File: config.mk
export PLATFORM = sky130hd
export DESIGN_NAME = commit_arb
export DESIGN_NICKNAME = d
export VERILOG_FILES = /design/src/common/muldiv_pkg.sv /design/src/common/pipe_pkg.sv /design/src/commit_arb.sv
export SDC_FILE = /design/constraint.sdc
export NUM_CORES = 1
export LEC_CHECK = 0
export ABC_AREA = 1
export BUFFER_PORTS_ARGS = -buffer_cell sky130_fd_sc_hd__buf_2
export CORE_AREA = 5 5 134 136
export CTS_BUF_LIST = sky130_fd_sc_hd__clkbuf_4 sky130_fd_sc_hd__clkbuf_8 sky130_fd_sc_hd__clkbuf_16
export CTS_CLUSTER_DIAMETER = 100
export DETAILED_ROUTE_END_ITERATION = 10
export DIE_AREA = 0 0 139 141
export PLACE_DENSITY = 0.64
export SYNTH_ARGS = -nofsm -noshare
export SYNTH_HDL_FRONTEND = slang
export SYNTH_SLANG_ARGS = --single-unit
File: constraint.sdc
create_clock -name clk -period 10.6 [get_ports clk]
set_input_delay 2.65 -clock clk [delete_from_list [all_inputs] [get_ports clk]]
set_output_delay 2.65 -clock clk [all_outputs]
set_load 0.03 [all_outputs]
File: src/common/muldiv_pkg.sv
`default_nettype none

package muldiv_pkg;

    localparam int XLEN = 32;

    // One operand or result word
    typedef logic [XLEN-1:0] xlen_t;

    // Full product of two sign-extended XLEN+1 bit operands
    typedef logic signed [2*XLEN+1:0] dword_t;

    typedef enum logic [2:0] {
        MUL    = 3'd0,
        MULH   = 3'd1,
        MULHSU = 3'd2,
        MULHU  = 3'd3,
        DIV    = 3'd4,
        DIVU   = 3'd5,
        REM    = 3'd6,
        REMU   = 3'd7
    } muldiv_op_e;

    function automatic logic is_mul_op(muldiv_op_e op);
        return op inside {MUL, MULH, MULHSU, MULHU};
    endfunction

    // Upper half of the product is returned
    function automatic logic is_high_op(muldiv_op_e op);
        return op inside {MULH, MULHSU, MULHU};
    endfunction

    function automatic logic is_signed_a(muldiv_op_e op);
        return op inside {MULH, MULHSU, DIV, REM};
    endfunction

    // MULHSU treats rs2 as unsigned
    function automatic logic is_signed_b(muldiv_op_e op);
        return op inside {MULH, DIV, REM};
    endfunction

    function automatic logic is_rem_op(muldiv_op_e op);
        return op inside {REM, REMU};
    endfunction

endpackage

`default_nettype wire

File: src/common/pipe_pkg.sv
`default_nettype none

package pipe_pkg;

    import muldiv_pkg::*;

    localparam int UUID_W    = 8;
    localparam int NUM_WARPS = 4;
    localparam int WID_W     = $clog2(NUM_WARPS);
    localparam int REG_IDX_W = 5;

    typedef logic [UUID_W-1:0]    uuid_t;
    typedef logic [WID_W-1:0]     wid_t;
    typedef logic [REG_IDX_W-1:0] reg_idx_t;

    // Travels with every instruction from issue to commit
    typedef struct packed {
        uuid_t    uuid;
        wid_t     wid;
        xlen_t    pc;
        reg_idx_t rd;
        logic     wb;
        // First and last packet of a split instruction
        logic     sop;
        logic     eop;
    } instr_tag_t;

endpackage

`default_nettype wire

File: src/commit_arb.sv
`default_nettype none
`timescale 1ns/1ns

module commit_arb
    import muldiv_pkg::*;
    import pipe_pkg::*;
#(
    parameter int NUM_LANES = 2
) (
    input  logic                            clk,
    input  logic                            rst_n,

    input  logic [1:0]                      in_valid,
    output logic [1:0]                      in_ready,
    input  instr_tag_t [1:0]                in_tag,
    input  logic [1:0][NUM_LANES-1:0]       in_tmask,
    input  xlen_t [1:0][NUM_LANES-1:0]      in_data,

    output logic                            out_valid,
    input  logic                            out_ready,
    output instr_tag_t                      out_tag,
    output logic [NUM_LANES-1:0]            out_tmask,
    output xlen_t [NUM_LANES-1:0]           out_data
);

    logic can_load;
    logic any_valid;
    logic prio;
    logic sel;

    // Output register refills in the same cycle it drains
    assign can_load  = !out_valid || out_ready;
    assign any_valid = |in_valid;

    // Favoured input wins if it has data, otherwise the other one
    assign sel = in_valid[prio] ? prio : !prio;

    assign in_ready[0] = can_load && in_valid[0] && (sel == 1'b0);
    assign in_ready[1] = can_load && in_valid[1] && (sel == 1'b1);

    always_ff @(posedge clk) begin
        if (!rst_n) begin
            out_valid <= 1'b0;
            prio      <= 1'b0;
        end else if (can_load) begin
            out_valid <= any_valid;
            if (any_valid) begin
                prio <= !sel;
            end
        end
    end

    always_ff @(posedge clk) begin
        if (can_load && any_valid) begin
            out_tag   <= in_tag[sel];
            out_tmask <= in_tmask[sel];
            out_data  <= in_data[sel];
        end
    end

    a_one_grant: assert property (@(posedge clk) disable iff (!rst_n)
        !(in_ready[0] && in_ready[1]));

endmodule

`default_nettype wire

; ---- Yosys cells after proc, flatten, opt, wreduce, memory -nomap -nowiden
; Cells that the tools add are included.
[word_totals]
register_bits = 118
latch_bits = 0
ram_bits = 0
mem_bits_ro = 0
input_bits = 237
output_inout_bits = 119
wordCells = 35
mem_count = 0
[classes]
n_addsub = 0
multipliers = 0
n_div = 0
order_cmp = 2
eq_ne = 0
shifts = 0
muxes = 9
bitwise_logic = 1
reduce_logical = 11
[op_table]
columns = operator, n
row1 = 64-bit 2-to-1 mux, 2
row2 = 50-bit 2-to-1 mux, 2
row3 = 1-bit logical AND, 5
row4 = "1-bit by 2-bit < comparator with 1-bit output, second input constant", 2
row5 = 2-bit 2-to-1 mux, 2
row6 = 1-bit logical NOT, 3
row7 = 1-bit 2-to-1 mux, 3
row8 = 2-bit AND reduction, 1
row9 = 2-bit OR reduction, 1
row10 = 1-bit logical OR, 1
row11 = 1-bit NOT, 1

; ---- Depth between registers and ports, before layout
; Gate-level depths: netlist (run 1).
[logic_depth]
word_depth = 5
ltp_mapped = 7
mapped_depth_nobuf = 5

; ---- Worst setup path after synthesis (run 1)
; No wires, ideal clock.
[synth_timing]
kind = input port to output port
startpoint = in in_valid[0]
endpoint = out in_ready[1]
arrival_time_ns = 3.625
t_required_ns = 7.950
setup_slack_ns = 4.325
stages = 4
path_buffers = 1
cell_sequence = o21ai_2 inv_2 clkbuf_1 nor2_1
[synth_via]
elab_chain_cells = 4
[synth_rtl]
columns = element, line
row1 = "start, declared", commit_arb.sv:13  ; input logic [1:0] in_valid,
row2 = 1-bit 2-to-1 mux (not written as such) (2 in a row), commit_arb.sv:36  ; assign sel = in_valid[prio] ? prio : !prio;
row3 = 1-bit 2-to-1 mux, commit_arb.sv:36
row4 = 1-bit logical AND, commit_arb.sv:39  ; assign in_ready[1] = can_load && in_valid[1] && (sel == 1'b1);
row5 = "end, declared", commit_arb.sv:14  ; output logic [1:0] in_ready,
; No other way between the ends. The select of a mux whose other input is x is not followed.

; ---- Final worst setup path (run 1)
[layout_timing]
startpoint = in in_valid[1]
endpoint = out in_ready[1]
[layout_via]
elab_chain_cells = 4
elab_cells_between_ends = 5
classes_between = mux: 3 / reduce/logical: 2
[layout_rtl]
columns = element, line
row1 = 1-bit 2-to-1 mux (not written as such) (2 in a row), commit_arb.sv:36
row2 = 1-bit 2-to-1 mux, commit_arb.sv:36
row3 = 1-bit logical AND *, commit_arb.sv:39
; Mark *: on every way between the ends. The rest lies on a longest branch, timed or not. The select of a mux whose other input is x is not followed.

==> flow_summary.yaml, run 1 <==
status:
  status: "finished, final reports clean"
cts:
  cts_max_path_buffers: 2
  path_clk_slew_ns: 0.05
  numCtsBuffers: 17
  cts-hold-fix-buffers: 0
  post_cts_buffers: 0
  cts_resized: 0
  cts_max_level: 4
  tritoncts: "yes"
  cts_sinks: 118
  clock_latency_ns: 0.41
  cts-root-buf: "clkbuf_16"
timing:
  rsz0062_at_grt: "false"
  min_period_ns: 7.47
  hold_violations: 0
  slew_headroom: 0.459
  fin_hold_ws_ns: 0.522
  fin_skew_ns: 0.00976
  worst_slew_pin_slew_ns: 0.812
  totalNegativeSetupSlack_ns: 0
  fin_crit_sh: 0.704
  slew_viol_final: 0
  setup_viol: 0
  max_freq_mhz: 134
routing:
  wl_per_cell_um: 14.2
  via_per_inst: 4.17
  vias: 4587
  drt_iter0_markers: 189
  drt.antenna.violating_nets: 0
  drcViolationCount: 0
  dr.pass1.iters: 4
  routed_wl_um: 15700
floorplanning:
  die_h_um: 141
  rows: 48
  initial_core_util: 0.298
  io_pins: 356
  die_w_um: 139
  coreArea_um2: 16800
  die_area_um2: 19600
synthesis:
  synth-edff-count: 116
  syn_inst: 508
  synthDistinctLibCells: 12
  ys_top_cells_by_area: "edfxtp_1, nand2_1, clkbuf_1"
  synth.ff_latch_count: 118
  yosysTopAreaCell: "edfxtp_1"
  ys_seq_area_frac: 0.702
  async_flop_share: 0
  syn_avg_cell_area_um2: 9.88
  synth_nets: 745
  ys.flop_type: "edfxtp_1"
  synth-warning-count: 0
  yosysTopAreaCellShare: 0.694
  synth_common_cells: "nand2_1, edfxtp_1, clkbuf_1"
  netlist_area_um2: 5020
  yosysMostFrequentCell: "nand2_1"
power_and_ir_drop:
  ir_drop_v: 0.0000999
  power.switching_mw: 0.436
  p_int_mw: 1.09
  comb_power_share: 0.204
  leakage_nw: 4.01
  power.share.clock: 0.405
  pwr-share-seq: 0.391
  power_density_nw_per_um2: 200
  swShare: 0.285
cells_and_area:
  finalNetCount: 1099
  fillerInstances: 1651
  diodes: 0
  area_growth_pct: 52.4
  drive_above_1_share: 0.448
worst_setup_path:
  crit_chain: "buf_2 -> nand2_1 -> o21ai_4 -> buf_4 -> clkinv_2 -> nor2_1 -> buf_2"
  cp_num_buf_inv: 4
  startpoint_type: "input port"
  max_stage_delay_ns: 0.80
  path_max_fanout: 59
  crit_path_end_kind: "primary output"
  critPathRequiredTime_ns: 7.95
  slowest_stage: "clkinv_2"
  worstSetupPathType: "input port to primary output"
  cp.arrival_ns: 4.82
  crit_family: "buffers and inverters"
  crit_path_frequent_cell: "buf_2"
worst_hold_path:
  hold_class: "flip-flop to flip-flop"
global_routing:
  grt_overflow: 0
  antenna_found_initial: 1
  grt_max_degree: 63
  grt_first_pass_wirelength_um: 23500
  grt_pass1_vias: 4421
  gr-usage-all-layers: 0.153
placed_design:
  gp_congestion: 0.897
  hpwl_um: 12000
  portBuffers: 355
job:
  drv_cap: 0
[per-stage QoR]
stage          worst slack [ns]  power (mW)  instances  utilization  cell area (um^2)
6_report                   3.13        1.53       1100        0.455              7650
2_1_floorplan              4.32       0.802        508            -              5020
4_1_cts                    3.14        1.55       1100        0.455              7650
3_5_place_dp               3.15       0.923       1068        0.417              7010
5_1_grt                    2.90        1.60       1100        0.455              7650
3_3_place_gp               3.17       0.919       1068        0.417              7010
[kinds of logic after synthesis]
family          share of synthesized area
flops                               0.702
simple gates                        0.267
compound gates                    0.00374
buf+inv                            0.0274
[worst reg2reg max path, stage by stage (launching register included)]
cell,delay [ns]
dfxtp_1,0.40
nand2_1,0.13
o21ai_4,0.07
buf_4,0.49
clkinv_2,0.86
buf_4,0.59
nand2_1,0.19
nand2_1,0.09
[final cells by class]
cell class                 count  area, um^2  share of cell area
clock buffer                  18         433              0.0566
sequential                   118        3520               0.461
multi-input combinational    359        1360               0.178
inverter                       7        30.0             0.00393
tap                          225         282              0.0368
clock inverter                14         208              0.0272
timing repair buffer         359        1810               0.236
[power by group through the flow]
stage               clock network (mW)  logic (mW)  registers [mW]
floorplan                            0      0.0783           0.724
global placement                     0       0.314           0.605
detailed placement                   0       0.316           0.607
CTS                              0.634       0.316           0.598
global route                     0.657       0.336           0.603
finish                           0.619       0.312           0.597
[final timing paths]
path              slack (ns)  depth (start not counted)               from                      to
setup / recovery        3.13                          7        in_valid[1]             in_ready[1]
setup reg to reg        7.52                          7  prio$_SDFFE_PN0P_  out_data[15]$_DFFE_PP_
hold / removal          0.52                          2  prio$_SDFFE_PN0P_       prio$_SDFFE_PN0P_
hold reg to reg         0.52                          2  prio$_SDFFE_PN0P_       prio$_SDFFE_PN0P_
[metal layers]
metal | vias to the layer above | track usage | routed length (um)
li1 | 2337 | - | -
met4 | 0 | 0.0721 | 459
met3 | 30 | 0.0546 | 1480
met1 | 1984 | 0.181 | 6090
met5 | - | 0 | 0
met2 | 236 | 0.251 | 7620
[layout by cell type, fill, tap and decap left out, types with 2 or more instances in the layout]
cell type and instances:
clkinv_4 2, clkinvlp_4 3, bufinv_16 5, buf_4 4
edfxtp_1 116, clkinv_1 2, buf_2 355, clkbuf_16 17
dfxtp_1 2, clkinv_2 3, nand2_1 354, inv_1 5
a21oi_1 2
[registers in the layout (all words and copies together) (netlist names)]
signal     count
prio           1
out_tag       50
out_tmask      2
out_data      64
out_valid      1
No activity file was read; power rests on OpenSTA's default activity.
==> run 2, diff against run 1 <==
- PLACE_DENSITY: 0.64 -> 0.67
- clock period: 10.6 -> 6.74 ns (I/O delays scaled with it)
==> run 2 against run 1 <==
Net effect:
- worst hold slack got worse by 0.0014 ns
- clock skew decreased by 0.0013 ns
- critical path type unchanged
- largest cell class unchanged
- flip-flop and latch count unchanged
- wire length decreased by 0.86%
- worst setup slack got worse by 0.47 ns
- combinational power increased by 57%
- total power increased by 49%
- global-route usage decreased by 0.13 points
==> flow_summary.yaml, run 2 (synthesis gave the netlist of run 1 again) <==
power_and_ir_drop:
  power.share.clock: 0.373
  ir_drop_v: 0.000158
  pwr-share-seq: 0.413
  power.switching_mw: 0.675
  power_density_nw_per_um2: 302
  comb_power_share: 0.214
  p_int_mw: 1.61
  swShare: 0.296
  leakage_nw: 3.98
cts:
  numCtsBuffers: 17
  path_clk_slew_ns: 0.05
  cts-root-buf: "clkbuf_16"
  cts-hold-fix-buffers: 0
  cts_max_path_buffers: 2
  post_cts_buffers: 0
  tritoncts: "yes"
  cts_sinks: 118
  cts_resized: 0
  clock_latency_ns: 0.40
  cts_max_level: 4
worst_setup_path:
  path_max_fanout: 3
  startpoint_type: "input port"
  critPathRequiredTime_ns: 5.06
  max_stage_delay_ns: 0.22
  cp.arrival_ns: 2.39
  crit_chain: "buf_2 -> nand2_1 -> o21ai_4 -> clkinv_2 -> nor2_1 -> buf_2"
  crit_path_end_kind: "primary output"
  worstSetupPathType: "input port to primary output"
  crit_path_frequent_cell: "buf_2"
  slowest_stage: "buf_2"
floorplanning:
  initial_core_util: 0.298
  die_h_um: 141
  rows: 48
  die_area_um2: 19600
  io_pins: 356
  die_w_um: 139
  coreArea_um2: 16800
routing:
  drcViolationCount: 0
  drt_iter0_markers: 155
  via_per_inst: 4.12
  dr.pass1.iters: 4
  wl_per_cell_um: 14.1
  routed_wl_um: 15500
  vias: 4532
  drt.antenna.violating_nets: 0
placed_design:
  portBuffers: 355
  hpwl_um: 11700
  gp_congestion: 0.896
cells_and_area:
  largest_reg_flops: 64
  top_register: "out_data"
  final_cell_mix: "buf_2, nand2_1, edfxtp_1, clkbuf_16"
  top_regs: "out_data x64, out_tag x50, out_tmask x2"
  final_common_cell: "buf_2"
  diodes: 0
  final_core_util: 0.450
  finalNetCount: 1099
  area_growth_pct: 50.7
  fillerInstances: 1648
  drive_above_1_share: 0.445
timing:
  max_freq_mhz: 246
  setup_viol: 0
  hold_violations: 0
  rsz0062_at_grt: "false"
  fin_skew_ns: 0.00850
  slew_viol_final: 0
  slew_headroom: 0.214
  fin_crit_sh: 0.604
  min_period_ns: 4.07
  totalNegativeSetupSlack_ns: 0
  worst_slew_pin_slew_ns: 1.18
global_routing:
  grt_overflow: 0
  grt_max_degree: 117
  gr-usage-all-layers: 0.152
  grt_first_pass_wirelength_um: 23500
  antenna_found_initial: 0
  grt_pass1_vias: 4394
job:
  drv_cap: 0
worst_hold_path:
  hold_class: "flip-flop to flip-flop"
status:
  status: "finished, final reports clean"
==> run 2: area by class of cell <==
cell class	count	area (um^2)	share of cell area
clock buffers	19	440	0.0583
well taps	225	282	0.0372
repair buffers	359	1810	0.239
multi-input cells	359	1360	0.180
inverters	7	30.0	0.00397
flip-flops and latches	118	3520	0.466
clock inverters	13	114	0.0151
==> run 2: path summary, 6_finish.rpt <==
kind | startpoint | end | slack, ns | cells after the start
max | in_valid[1] | in_ready[1] | 2.67 | 6
max reg2reg | out_valid$_SDFFE_PN0P_ | out_tag[37]$_DFFE_PP_ | 4.42 | 4
min | prio$_SDFFE_PN0P_ | prio$_SDFFE_PN0P_ | 0.52 | 2
min reg2reg | prio$_SDFFE_PN0P_ | prio$_SDFFE_PN0P_ | 0.52 | 2
==> run 2: metal layers <==
| metal | track usage | part of all wire |
|---|---|---|
| met5 | 0 | 0 |
| met4 | 0.0664 | 0.025 |
| met3 | 0.0502 | 0.085 |
| met2 | 0.259 | 0.49 |
| met1 | 0.176 | 0.40 |
==> run 2: power groups by stage <==
stage                     clock network, mW  logic [mW]  registers (mW)
after floorplan                           0       0.123            1.14
after global placement                    0       0.490           0.953
after detailed placement                  0       0.496           0.957
after CTS                             0.869       0.496           0.943
after global routing                  0.904       0.529           0.949
final                                 0.850       0.489           0.942
==> run 2: worst max-delay path: cells and delay by family <==
| family | cells | cell delay [ns] |
|---|---|---|
| buffers and inverters | 3 | 0.39 |
| and+or+nand+nor | 2 | 0.22 |
| AOI/OAI and AO/OA | 1 | 0.09 |
==> run 2: metrics by stage <==
| step | area [um^2] | instances | worst slack, ns | total power [mW] | hold WS [ns] |
|---|---|---|---|---|---|
| floorplan | 5020 | 508 | 2.12 | 1.26 | 0.463 |
| global placement | 7010 | 1068 | 2.65 | 1.44 | 0.527 |
| detailed placement | 7010 | 1068 | 2.65 | 1.45 | 0.509 |
| CTS | 7560 | 1100 | 2.64 | 2.31 | 0.521 |
| global route | 7560 | 1100 | 2.59 | 2.38 | 0.540 |
| finish | 7560 | 1100 | 2.67 | 2.28 | 0.521 |
