$ cat config.mk
export PLATFORM = sky130hd
export DESIGN_NAME = div_unit
export DESIGN_NICKNAME = d
export VERILOG_FILES = /design/src/common/muldiv_pkg.sv /design/src/common/pipe_pkg.sv /design/src/muldiv/serial_div.sv /design/src/muldiv/div_unit.sv
export SDC_FILE = /design/constraint.sdc
export NUM_CORES = 1
export LEC_CHECK = 0
export ABC_AREA = 1
export BUFFER_PORTS_ARGS = -buffer_cell sky130_fd_sc_hd__clkbuf_2
export CAP_MARGIN = 20
export CELL_PAD_IN_SITES_DETAIL_PLACEMENT = 1
export CELL_PAD_IN_SITES_GLOBAL_PLACEMENT = 2
export CORE_MARGIN = 1.5
export CORE_UTILIZATION = 29
export DETAILED_ROUTE_END_ITERATION = 8
export PLACE_DENSITY = 0.77
export SYNTH_ARGS = -nofsm -noshare
export SYNTH_HDL_FRONTEND = slang
export SYNTH_SLANG_ARGS = --single-unit
$ cat constraint.sdc
create_clock -name clk -period 5.93 [get_ports clk]
set_input_delay 1.186 -clock clk [delete_from_list [all_inputs] [get_ports clk]]
set_output_delay 1.186 -clock clk [all_outputs]
set_load 0.02 [all_outputs]
$ cat src/common/muldiv_pkg.sv
`default_nettype none

package muldiv_pkg;

    localparam int XLEN = 32;

    // One operand or result word
    typedef logic [XLEN-1:0] xlen_t;

    // Full product of two sign-extended XLEN+1 bit operands
    typedef logic signed [2*XLEN+1:0] dword_t;

    typedef enum logic [2:0] {
        MUL    = 3'd0,
        MULH   = 3'd1,
        MULHSU = 3'd2,
        MULHU  = 3'd3,
        DIV    = 3'd4,
        DIVU   = 3'd5,
        REM    = 3'd6,
        REMU   = 3'd7
    } muldiv_op_e;

    function automatic logic is_mul_op(muldiv_op_e op);
        return op inside {MUL, MULH, MULHSU, MULHU};
    endfunction

    // Upper half of the product is returned
    function automatic logic is_high_op(muldiv_op_e op);
        return op inside {MULH, MULHSU, MULHU};
    endfunction

    function automatic logic is_signed_a(muldiv_op_e op);
        return op inside {MULH, MULHSU, DIV, REM};
    endfunction

    // MULHSU treats rs2 as unsigned
    function automatic logic is_signed_b(muldiv_op_e op);
        return op inside {MULH, DIV, REM};
    endfunction

    function automatic logic is_rem_op(muldiv_op_e op);
        return op inside {REM, REMU};
    endfunction

endpackage

`default_nettype wire

$ cat src/common/pipe_pkg.sv
`default_nettype none

package pipe_pkg;

    import muldiv_pkg::*;

    localparam int UUID_W    = 8;
    localparam int NUM_WARPS = 4;
    localparam int WID_W     = $clog2(NUM_WARPS);
    localparam int REG_IDX_W = 5;

    typedef logic [UUID_W-1:0]    uuid_t;
    typedef logic [WID_W-1:0]     wid_t;
    typedef logic [REG_IDX_W-1:0] reg_idx_t;

    // Travels with every instruction from issue to commit
    typedef struct packed {
        uuid_t    uuid;
        wid_t     wid;
        xlen_t    pc;
        reg_idx_t rd;
        logic     wb;
        // First and last packet of a split instruction
        logic     sop;
        logic     eop;
    } instr_tag_t;

endpackage

`default_nettype wire

$ cat src/muldiv/serial_div.sv
`default_nettype none
`timescale 1ns/1ns

module serial_div
    import muldiv_pkg::*;
#(
    parameter int NUM_LANES = 2
) (
    input  logic                    clk,
    input  logic                    rst_n,

    input  logic                    start,
    input  logic                    is_signed,
    input  xlen_t [NUM_LANES-1:0]   numer,
    input  xlen_t [NUM_LANES-1:0]   denom,

    output logic                    busy,
    output logic                    done,
    output xlen_t [NUM_LANES-1:0]   quotient,
    output xlen_t [NUM_LANES-1:0]   remainder
);

    localparam int STEPS = XLEN;

    logic [$clog2(STEPS):0]     cnt;
    logic [NUM_LANES-1:0]       neg_q;
    logic [NUM_LANES-1:0]       neg_r;
    logic [NUM_LANES-1:0]       dvz;
    xlen_t [NUM_LANES-1:0]      dvr;
    xlen_t [NUM_LANES-1:0]      acc;
    xlen_t [NUM_LANES-1:0]      quo;
    xlen_t [NUM_LANES-1:0]      abs_n;
    xlen_t [NUM_LANES-1:0]      abs_d;
    xlen_t [NUM_LANES-1:0]      nxt_acc;
    xlen_t [NUM_LANES-1:0]      nxt_quo;
    xlen_t [NUM_LANES-1:0]      fix_quo;
    xlen_t [NUM_LANES-1:0]      fix_rem;

    for (genvar l = 0; l < NUM_LANES; l++) begin : g_lane
        logic [XLEN:0] trial;
        logic          fits;

        assign abs_n[l] = (is_signed && numer[l][XLEN-1]) ? -numer[l] : numer[l];
        assign abs_d[l] = (is_signed && denom[l][XLEN-1]) ? -denom[l] : denom[l];

        // Shift one dividend bit into the partial remainder and try to subtract
        assign trial      = {acc[l], quo[l][XLEN-1]};
        assign fits       = trial >= {1'b0, dvr[l]};
        assign nxt_acc[l] = fits ? xlen_t'(trial - {1'b0, dvr[l]}) : trial[XLEN-1:0];
        assign nxt_quo[l] = {quo[l][XLEN-2:0], fits};

        // With a zero divisor every step fits, so the remainder ends up as |numer|
        // and the sign fix restores the dividend. MIN / -1 wraps back to MIN by itself
        assign fix_quo[l] = dvz[l] ? '1 : (neg_q[l] ? -quo[l] : quo[l]);
        assign fix_rem[l] = neg_r[l] ? -acc[l] : acc[l];
    end

    assign done = busy && (cnt == STEPS);

    always_ff @(posedge clk) begin
        if (!rst_n) begin
            busy <= 1'b0;
            cnt  <= '0;
        end else if (start) begin
            busy <= 1'b1;
            cnt  <= '0;
        end else if (done) begin
            busy <= 1'b0;
        end else if (busy) begin
            cnt <= cnt + 1'b1;
        end
    end

    always_ff @(posedge clk) begin
        if (start) begin
            quo <= abs_n;
            dvr <= abs_d;
            acc <= '0;
            for (int l = 0; l < NUM_LANES; l++) begin
                neg_q[l] <= is_signed && (numer[l][XLEN-1] ^ denom[l][XLEN-1]);
                neg_r[l] <= is_signed && numer[l][XLEN-1];
                dvz[l]   <= (denom[l] == '0);
            end
        end else if (done) begin
            quo <= fix_quo;
            acc <= fix_rem;
        end else if (busy) begin
            quo <= nxt_quo;
            acc <= nxt_acc;
        end
    end

    assign quotient  = quo;
    assign remainder = acc;

    a_no_restart: assert property (@(posedge clk) disable iff (!rst_n)
        start |-> !busy);

endmodule

`default_nettype wire

$ cat src/muldiv/div_unit.sv
`default_nettype none
`timescale 1ns/1ns

module div_unit
    import muldiv_pkg::*;
    import pipe_pkg::*;
#(
    parameter int NUM_LANES = 2
) (
    input  logic                    clk,
    input  logic                    rst_n,

    input  logic                    in_valid,
    output logic                    in_ready,
    input  instr_tag_t              in_tag,
    input  logic [NUM_LANES-1:0]    in_tmask,
    input  muldiv_op_e              in_op,
    input  xlen_t [NUM_LANES-1:0]   in_rs1,
    input  xlen_t [NUM_LANES-1:0]   in_rs2,

    output logic                    out_valid,
    input  logic                    out_ready,
    output instr_tag_t              out_tag,
    output logic [NUM_LANES-1:0]    out_tmask,
    output xlen_t [NUM_LANES-1:0]   out_data
);

    typedef enum logic [1:0] {
        IDLE,
        RUN,
        HOLD
    } div_state_e;

    div_state_e             state;
    logic                   start;
    logic                   div_busy;
    logic                   div_done;
    logic                   rem_r;
    xlen_t [NUM_LANES-1:0]  quotient;
    xlen_t [NUM_LANES-1:0]  remainder;

    assign in_ready = (state == IDLE);
    assign start    = in_valid && in_ready;

    serial_div #(
        .NUM_LANES (NUM_LANES)
    ) u_serial_div (
        .clk       (clk),
        .rst_n     (rst_n),
        .start     (start),
        .is_signed (is_signed_a(in_op)),
        .numer     (in_rs1),
        .denom     (in_rs2),
        .busy      (div_busy),
        .done      (div_done),
        .quotient  (quotient),
        .remainder (remainder)
    );

    always_ff @(posedge clk) begin
        if (!rst_n) begin
            state <= IDLE;
        end else begin
            case (state)
                IDLE: if (in_valid) state <= RUN;
                RUN:  if (div_done) state <= HOLD;
                HOLD: if (out_ready) state <= IDLE;
                default: state <= IDLE;
            endcase
        end
    end

    always_ff @(posedge clk) begin
        if (start) begin
            out_tag   <= in_tag;
            out_tmask <= in_tmask;
            rem_r     <= is_rem_op(in_op);
        end
    end

    assign out_valid = (state == HOLD);

    always_comb begin
        for (int l = 0; l < NUM_LANES; l++) begin
            out_data[l] = rem_r ? remainder[l] : quotient[l];
        end
    end

    // The divider keeps its result registers untouched until the next start
    a_hold_stable: assert property (@(posedge clk) disable iff (!rst_n)
        (state == HOLD) && !out_ready |=> out_valid && $stable(out_data));

    a_run_busy: assert property (@(posedge clk) disable iff (!rst_n)
        (state == RUN) |-> div_busy);

endmodule

`default_nettype wire

# [Word level (Yosys, flattened, before mapping)]
# Cells that the tools add are included.
[word_totals] in_bits=187 mem_count=0 latchBits=0 ff_bits=260 output_inout_bits=118 romBits=0 ram_bits=0 elab_cells=101
[op_classes] mux=25 n_lt_le_gt_ge=2 div_mod_pow=0 mul=0 n_reduce_logical=23 n_eq_ne=15 bitwise=4 n_shift=0 addsub=11
[op_table] operator="32-bit two-way mux" n=14
[op_table] operator="64-bit two-way mux" n=5
[op_table] operator="32-bit negator" n=8
[op_table] operator="33-bit by 32-bit greater-or-equal comparator with 1-bit output" n=2
[op_table] operator="32-bit zero test" n=2
[op_table] operator="32-bit subtractor" n=2
[op_table] operator="2-bit AND reduction" n=5
[op_table] operator="3-bit equality test (second input constant)" n=3
[op_table] operator="1-bit logical AND" n=8
[op_table] operator="4-bit by 2-bit inequality test with 1-bit output (second input constant)" n=2
[op_table] operator="6-bit by 1-bit adder with 6-bit output (second input constant)" n=1
[op_table] operator="6-bit equality test (second input constant)" n=1
[op_table] operator="2-bit two-way mux" n=3
[op_table] operator="2-bit by 1-bit inequality test with 1-bit output (second input constant)" n=3
[op_table] operator="2-bit case mux with 3 select lines" n=1
[op_table] operator="2-bit nonzero test" n=3
[op_table] operator="2-bit inequality test (second input constant)" n=2
[op_table] operator="4-bit nonzero test" n=1
[op_table] operator="3-bit by 1-bit equality test with 1-bit output (second input constant)" n=1
[op_table] operator="3-bit by 2-bit equality test with 1-bit output (second input constant)" n=1
[op_table] operator="3-bit AND reduction" n=1
[op_table] operator="3-bit nonzero test" n=1
[op_table] operator="2-bit by 1-bit equality test with 1-bit output (second input constant)" n=1
[op_table] operator="2-bit equality test (second input constant)" n=1
[op_table] operator="5 further kinds" n=8

# [Logic depth before layout (Yosys ltp)]
[logic_depth] word_depth=5 depth_mapped=18

# [By module]
# A second synthesis with hierarchy kept.
[unflattened] cells_unflattened=3647 area_unflattened_um2=23674.0
[modules_own_cells] module="serial_div" cells_per_inst=3370 area_per_inst_um2=20717.4 seq_area_each_um2=5445.2 n_inst=1
[modules_own_cells] module="div_unit" cells_per_inst=277 area_per_inst_um2=2956.6 seq_area_each_um2=1631.6 n_inst=1

# [Worst setup path after synthesis]
# Ideal clock, no wire load.
[synth_timing] path_type="input port to flip-flop" startpoint="in in_valid" endpoint="reg out_tag[0] in the netlist's numbering, enable pin" path_slack_ns=0.291 n_path_buf=1 cell_stages=3 t_required_ns=5.388 arrival_ns=5.098 path_cell_list="nand2_1 inv_2 buf_1"
[synth_via] elab_chain_len=1
[synth_lines] item="from (decl)" line="div_unit.sv:13" source="input logic in_valid,"
[synth_lines] item="1-bit logical AND" line="div_unit.sv:43" source="assign start = in_valid && in_ready;"
[synth_lines] item="net start" line="div_unit.sv:35" source="logic start;"
[synth_lines] item="to (signal assigned)" line="div_unit.sv:75" source="out_tag <= in_tag;"
[synth_lines] item="to (decl)" line="div_unit.sv:23" source="output instr_tag_t out_tag,"
# The timed path passes the listed nets, and every way through them passes these cells.
# A chain may end at the register's enable or synchronous reset.

==> reports/results.md <==
| Group | Item | Value |
|:---|:---|:---|
| synth | Warnings from Yosys | 0 |
| timing | Final setup vio count | 0 |
| finish | Multi-input logic area | 13400 um^2 |
| detailed routing | Number of remaining DRC errors | 0 |
| cts | H-tree depth | 2 |
| cts | Clock tree from TritonCTS | built |
| synth | FFs w/ async S/R, synth | 0% |
| placed design | Count of buffers from port buffering | 304 |
| timing | Skew final | 35.7 ps |
| synth | Most area-hungry cell type in the Yosys netlist | sky130_fd_sc_hd__edfxtp_1 |
| setup path | Total buffers and inverters traversed by the critical path | 2 |
| power | Leakage power figure | 12.9 nW |
| detailed routing | Number of detailed-route iterations in the first pass | 5 |
| synth | Post-synthesis instance area | 23200 um^2 |
| timing | Final Max Tran Viols | 0 |
| global route | Pin count of the biggest net entering global routing | 87 |
| timing | Sum Neg Setup Slack | 0 ps |
| timing | Final hold viol count | 0 |
| placed design | DP Worst Slack | 2230 ps |
| detailed routing | Post-DRT Antenna Nets | 0 |
| finish | Area taken by flip-flops and latches | 7080 um^2 |
| cts | Worst-path clk slew | 60 ps |
| detailed routing | Vias/cell | 5.00 |
| cts | Buffer levels on the longest clock path | 3 |
| detailed routing | 1st-iter DRT viols | 1649 |
| die | Row Count | 103 |
| setup path | CP Class | flop to output pin |
| finish | Antenna diode instance count | 0 |
| cts | Root Buffer | sky130_fd_sc_hd__clkbuf_16 |
| cts | Hold buffer count at cts | 0 |
| die | Initial Utilization | 29.3% |
| synth | Number of nets in the synthesized netlist | 3851 |
| setup path | Nature of the critical path endpoint | output pin |
| timing | Crit path setup slack, layout | 2220 ps |
| synth | Mean instance size in the synthesized netlist | 6.47 um^2 |
| synth | Number of synthesized flops with an enable pin | 187 |
| synth | Register bit count reported by yosys | 260 |
| synth | Top-area cell type share of the netlist area | 24.2% |
| status | Outcome | finished clean |
| global route | Via count of the first global-routing pass | 24700 |
| setup path | Cell family with most CP delay | flip-flops |
| synth | Post-Syn Instances | 3588 |
| timing | Slew at the pin closest to its max-slew limit | 1060 ps |
| synth | Proportion of synthesized chip area in sequential cells | 30.5% |
| min path | Tightest Hold Check Type | flop to flop |
| detailed routing | Final routed wirelength across all metal layers | 98300 um |
| detailed routing | DR vias | 24600 |
| cts | TritonCTS sink count | 260 |
| timing | Highest clock rate | 269 MHz |
| die | Die height | 286 um |
| cts | Clock latency reported for the late side of the worst-skew pair | 560 ps |
| synth | Predominant post-synthesis flop cell | sky130_fd_sc_hd__edfxtp_1 |
| die | Die Outline Area | 81700 um^2 |
| finish | Layout cells sized above 1 | 12.7% |
| setup path | Top fanout value on the critical path | 78 |
| die | Core Box Area | 79100 um^2 |
| power | Maximum vdd ir drop | 0.212 mV |
| timing | RSZ-0062 raised after global routing | false |
| global route | Total routing resource utilization after global routing | 23.7% |
| cts | Clock buffer count from CTS | 35 |
| placed design | Half-perimeter wire length of the detailed placement result | 78400 um |
| finish | Fillers | 10300 |
| global route | Grt ovf | 0 |
| setup path | Critical path cell sequence | buf_12 -> nand2_1 -> o21ai_0 -> clkbuf_2 |
| placed design | Post-place instance area | 25700 um^2 |
| setup path | Arrival time of the worst setup path | 2530 ps |
| setup path | Slowest CP cell | sky130_fd_sc_hd__edfxtp_1 |
| setup path | Critical path launch point type | flop |
| timing | Post-layout min period | 3710 ps |
| finish | Area Overhead vs Synth | 16.2% |
| setup path | Delay contributed by the slowest stage of the critical path | 800 ps |
| detailed routing | Routed wire per std cell | 20.0 um |
| synth | Largest cells by area after synthesis | sky130_fd_sc_hd__edfxtp_1 24%, sky130_fd_sc_hd__nand2_1 15%, sky130_fd_sc_hd__inv_1 9.3% |
| cts | Post-cts resize count | 0 |
| power | Power density normalized to cell area | 358 nW/um^2 |
| global route | Antenna violations before repair | 0 |
| finish | Cell area after layout | 27000 um^2 |
| setup path | Worst EP required | 4740 ps |
| global route | Global-route wire length before repair | 151000 um |
| cts | Buffer count from post-CTS setup fixing | 0 |
| flow run | Max-cap violations | 0 |
| finish | # nets final | 4106 |
| timing | Final cycle utilization of the critical path | 62.6% |
| synth | Count of different cell masters after synthesis | 63 |
| placed design | GP Congestion | 0.878 |
| die | Die extent in x | 286 um |
| die | Number of primary I/O pins | 305 |
| timing | Relative slew margins | 29.6% |
## cell usage in the layout (no fill, tap or decap), types with 14 or more instances in the layout
cell type / netlist / routed
sky130_fd_sc_hd__o31ai_1: 19 / 19
sky130_fd_sc_hd__o211ai_1: 17 / 17
sky130_fd_sc_hd__a21oi_2: 20 / 20
sky130_fd_sc_hd__a22oi_1: 18 / 18
sky130_fd_sc_hd__xor2_1: 104 / 104
sky130_fd_sc_hd__nor2_2: 20 / 20
sky130_fd_sc_hd__nor2_1: 351 / 350
sky130_fd_sc_hd__xnor2_1: 28 / 28
sky130_fd_sc_hd__clkbuf_16: 0 / 39
sky130_fd_sc_hd__edfxtp_1: 187 / 187
sky130_fd_sc_hd__o21ai_0: 247 / 247
sky130_fd_sc_hd__inv_1: 578 / 578
sky130_fd_sc_hd__inv_2: 15 / 14
sky130_fd_sc_hd__a21oi_1: 177 / 177
sky130_fd_sc_hd__dfxtp_1: 73 / 73
sky130_fd_sc_hd__clkbuf_2: 0 / 304
sky130_fd_sc_hd__o221ai_1: 14 / 14
sky130_fd_sc_hd__nand2_2: 19 / 20
sky130_fd_sc_hd__nand4_1: 66 / 66
sky130_fd_sc_hd__nand3_1: 345 / 345
sky130_fd_sc_hd__nor3_1: 80 / 80
sky130_fd_sc_hd__nand2_1: 920 / 919
sky130_fd_sc_hd__ha_1: 74 / 74
## sequential cells by signal, indices dropped and copies added, names as in the netlist
| signal | flops |
|---|---|
| u_serial_div.quotient | 64 |
| u_serial_div.dvr | 64 |
| u_serial_div.busy | 1 |
| u_serial_div.dvz | 2 |
| u_serial_div.neg_r | 2 |
| u_serial_div.remainder | 64 |
| state | 2 |
| u_serial_div.neg_q | 2 |
| out_tmask | 2 |
| rem_r | 1 |
| out_tag | 50 |
| u_serial_div.cnt | 6 |
## cell families (layout without fill, tap and decap cells)
logic type / count (synthesis) / after routing / synth area share [%]
adders and majority gates: 76 / 76 / 4.16
xor gates and xnor gates: 132 / 132 / 4.98
AOI/OAI and AO/OA: 560 / 560 / 13.6
and+or+nand+nor: 1865 / 1865 / 35.0
DFF: 260 / 260 / 30.5
buffers and inverters: 695 / 977 / 11.8
## Yosys cell counts, types with 19 or more instances
| library cell | number |
|---|---|
| sky130_fd_sc_hd__nand2_1 | 920 |
| sky130_fd_sc_hd__inv_1 | 578 |
| sky130_fd_sc_hd__nor2_1 | 351 |
| sky130_fd_sc_hd__nand3_1 | 345 |
| sky130_fd_sc_hd__o21ai_0 | 247 |
| sky130_fd_sc_hd__edfxtp_1 | 187 |
| sky130_fd_sc_hd__a21oi_1 | 177 |
| sky130_fd_sc_hd__xor2_1 | 104 |
| sky130_fd_sc_hd__nor3_1 | 80 |
| sky130_fd_sc_hd__ha_1 | 74 |
| sky130_fd_sc_hd__dfxtp_1 | 73 |
| sky130_fd_sc_hd__nand4_1 | 66 |
| sky130_fd_sc_hd__clkbuf_1 | 59 |
| sky130_fd_sc_hd__xnor2_1 | 28 |
| sky130_fd_sc_hd__a21oi_2 | 20 |
| sky130_fd_sc_hd__nor2_2 | 20 |
| sky130_fd_sc_hd__buf_2 | 19 |
| sky130_fd_sc_hd__nand2_2 | 19 |
| sky130_fd_sc_hd__o31ai_1 | 19 |
## final timing paths
check | start | end | slack, ps | cells after the start
worst max-delay path | rem_r$_DFFE_PP_ | out_data[44] | 2220 | 4
worst max register to register | u_serial_div.cnt[0]$_SDFFE_PP0P_ | u_serial_div.quotient[37]$_DFFE_PP_ | 2490 | 9
worst min-delay path | u_serial_div.cnt[2]$_SDFFE_PP0P_ | u_serial_div.cnt[2]$_SDFFE_PP0P_ | 490 | 2
worst min register to register | u_serial_div.cnt[2]$_SDFFE_PP0P_ | u_serial_div.cnt[2]$_SDFFE_PP0P_ | 490 | 2
## power breakdown
part	leakage [nW]	switching, mW	internal [mW]
Clock	0.598	0.931	1.38
Sequential	2.41	0.468	2.30
Combinational	9.94	3.18	1.39
Total	12.9	4.58	5.06
## tightest hold or removal path: cells and delay by family (launching register included)
kind,cells,cell delay (ps)
buf+inv,1,70
flops,1,320
compound gates,1,60
## per-stage QoR
stage / total power [mW] / util, % / std cells / hold slack (ps)
floorplan: 5.75 / - / 3588 / 455
global placement: 7.26 / 32.5 / 4854 / 477
detailed placement: 7.30 / 32.5 / 4855 / 484
CTS: 9.66 / 34.0 / 4919 / 492
global route: 10.3 / 34.1 / 4920 / 522
finish: 9.64 / 34.1 / 4920 / 493
## metal layers
layer  global-route usage, %  wire length, um  vias up  share of wire, %
li1                        -                -    12200                 -
met1                    35.9            50600    11800                51
met2                    36.4            42500      508                43
met3                    2.15             3780       81               3.8
met4                    4.11             1440        0               1.5
met5                       0                0        -                 0
## cell type report
| cell class | instances | area share (%) |
|---|---|---|
| clock buffer | 45 | 3.85 |
| clock inverter | 19 | 0.715 |
| timing repair buffer | 319 | 6.25 |
| sequential | 260 | 26.2 |
| inverter | 594 | 8.30 |
| multi-input combinational | 2633 | 49.8 |
| tap | 1050 | 4.87 |
Power figures use the tool's default switching activity.
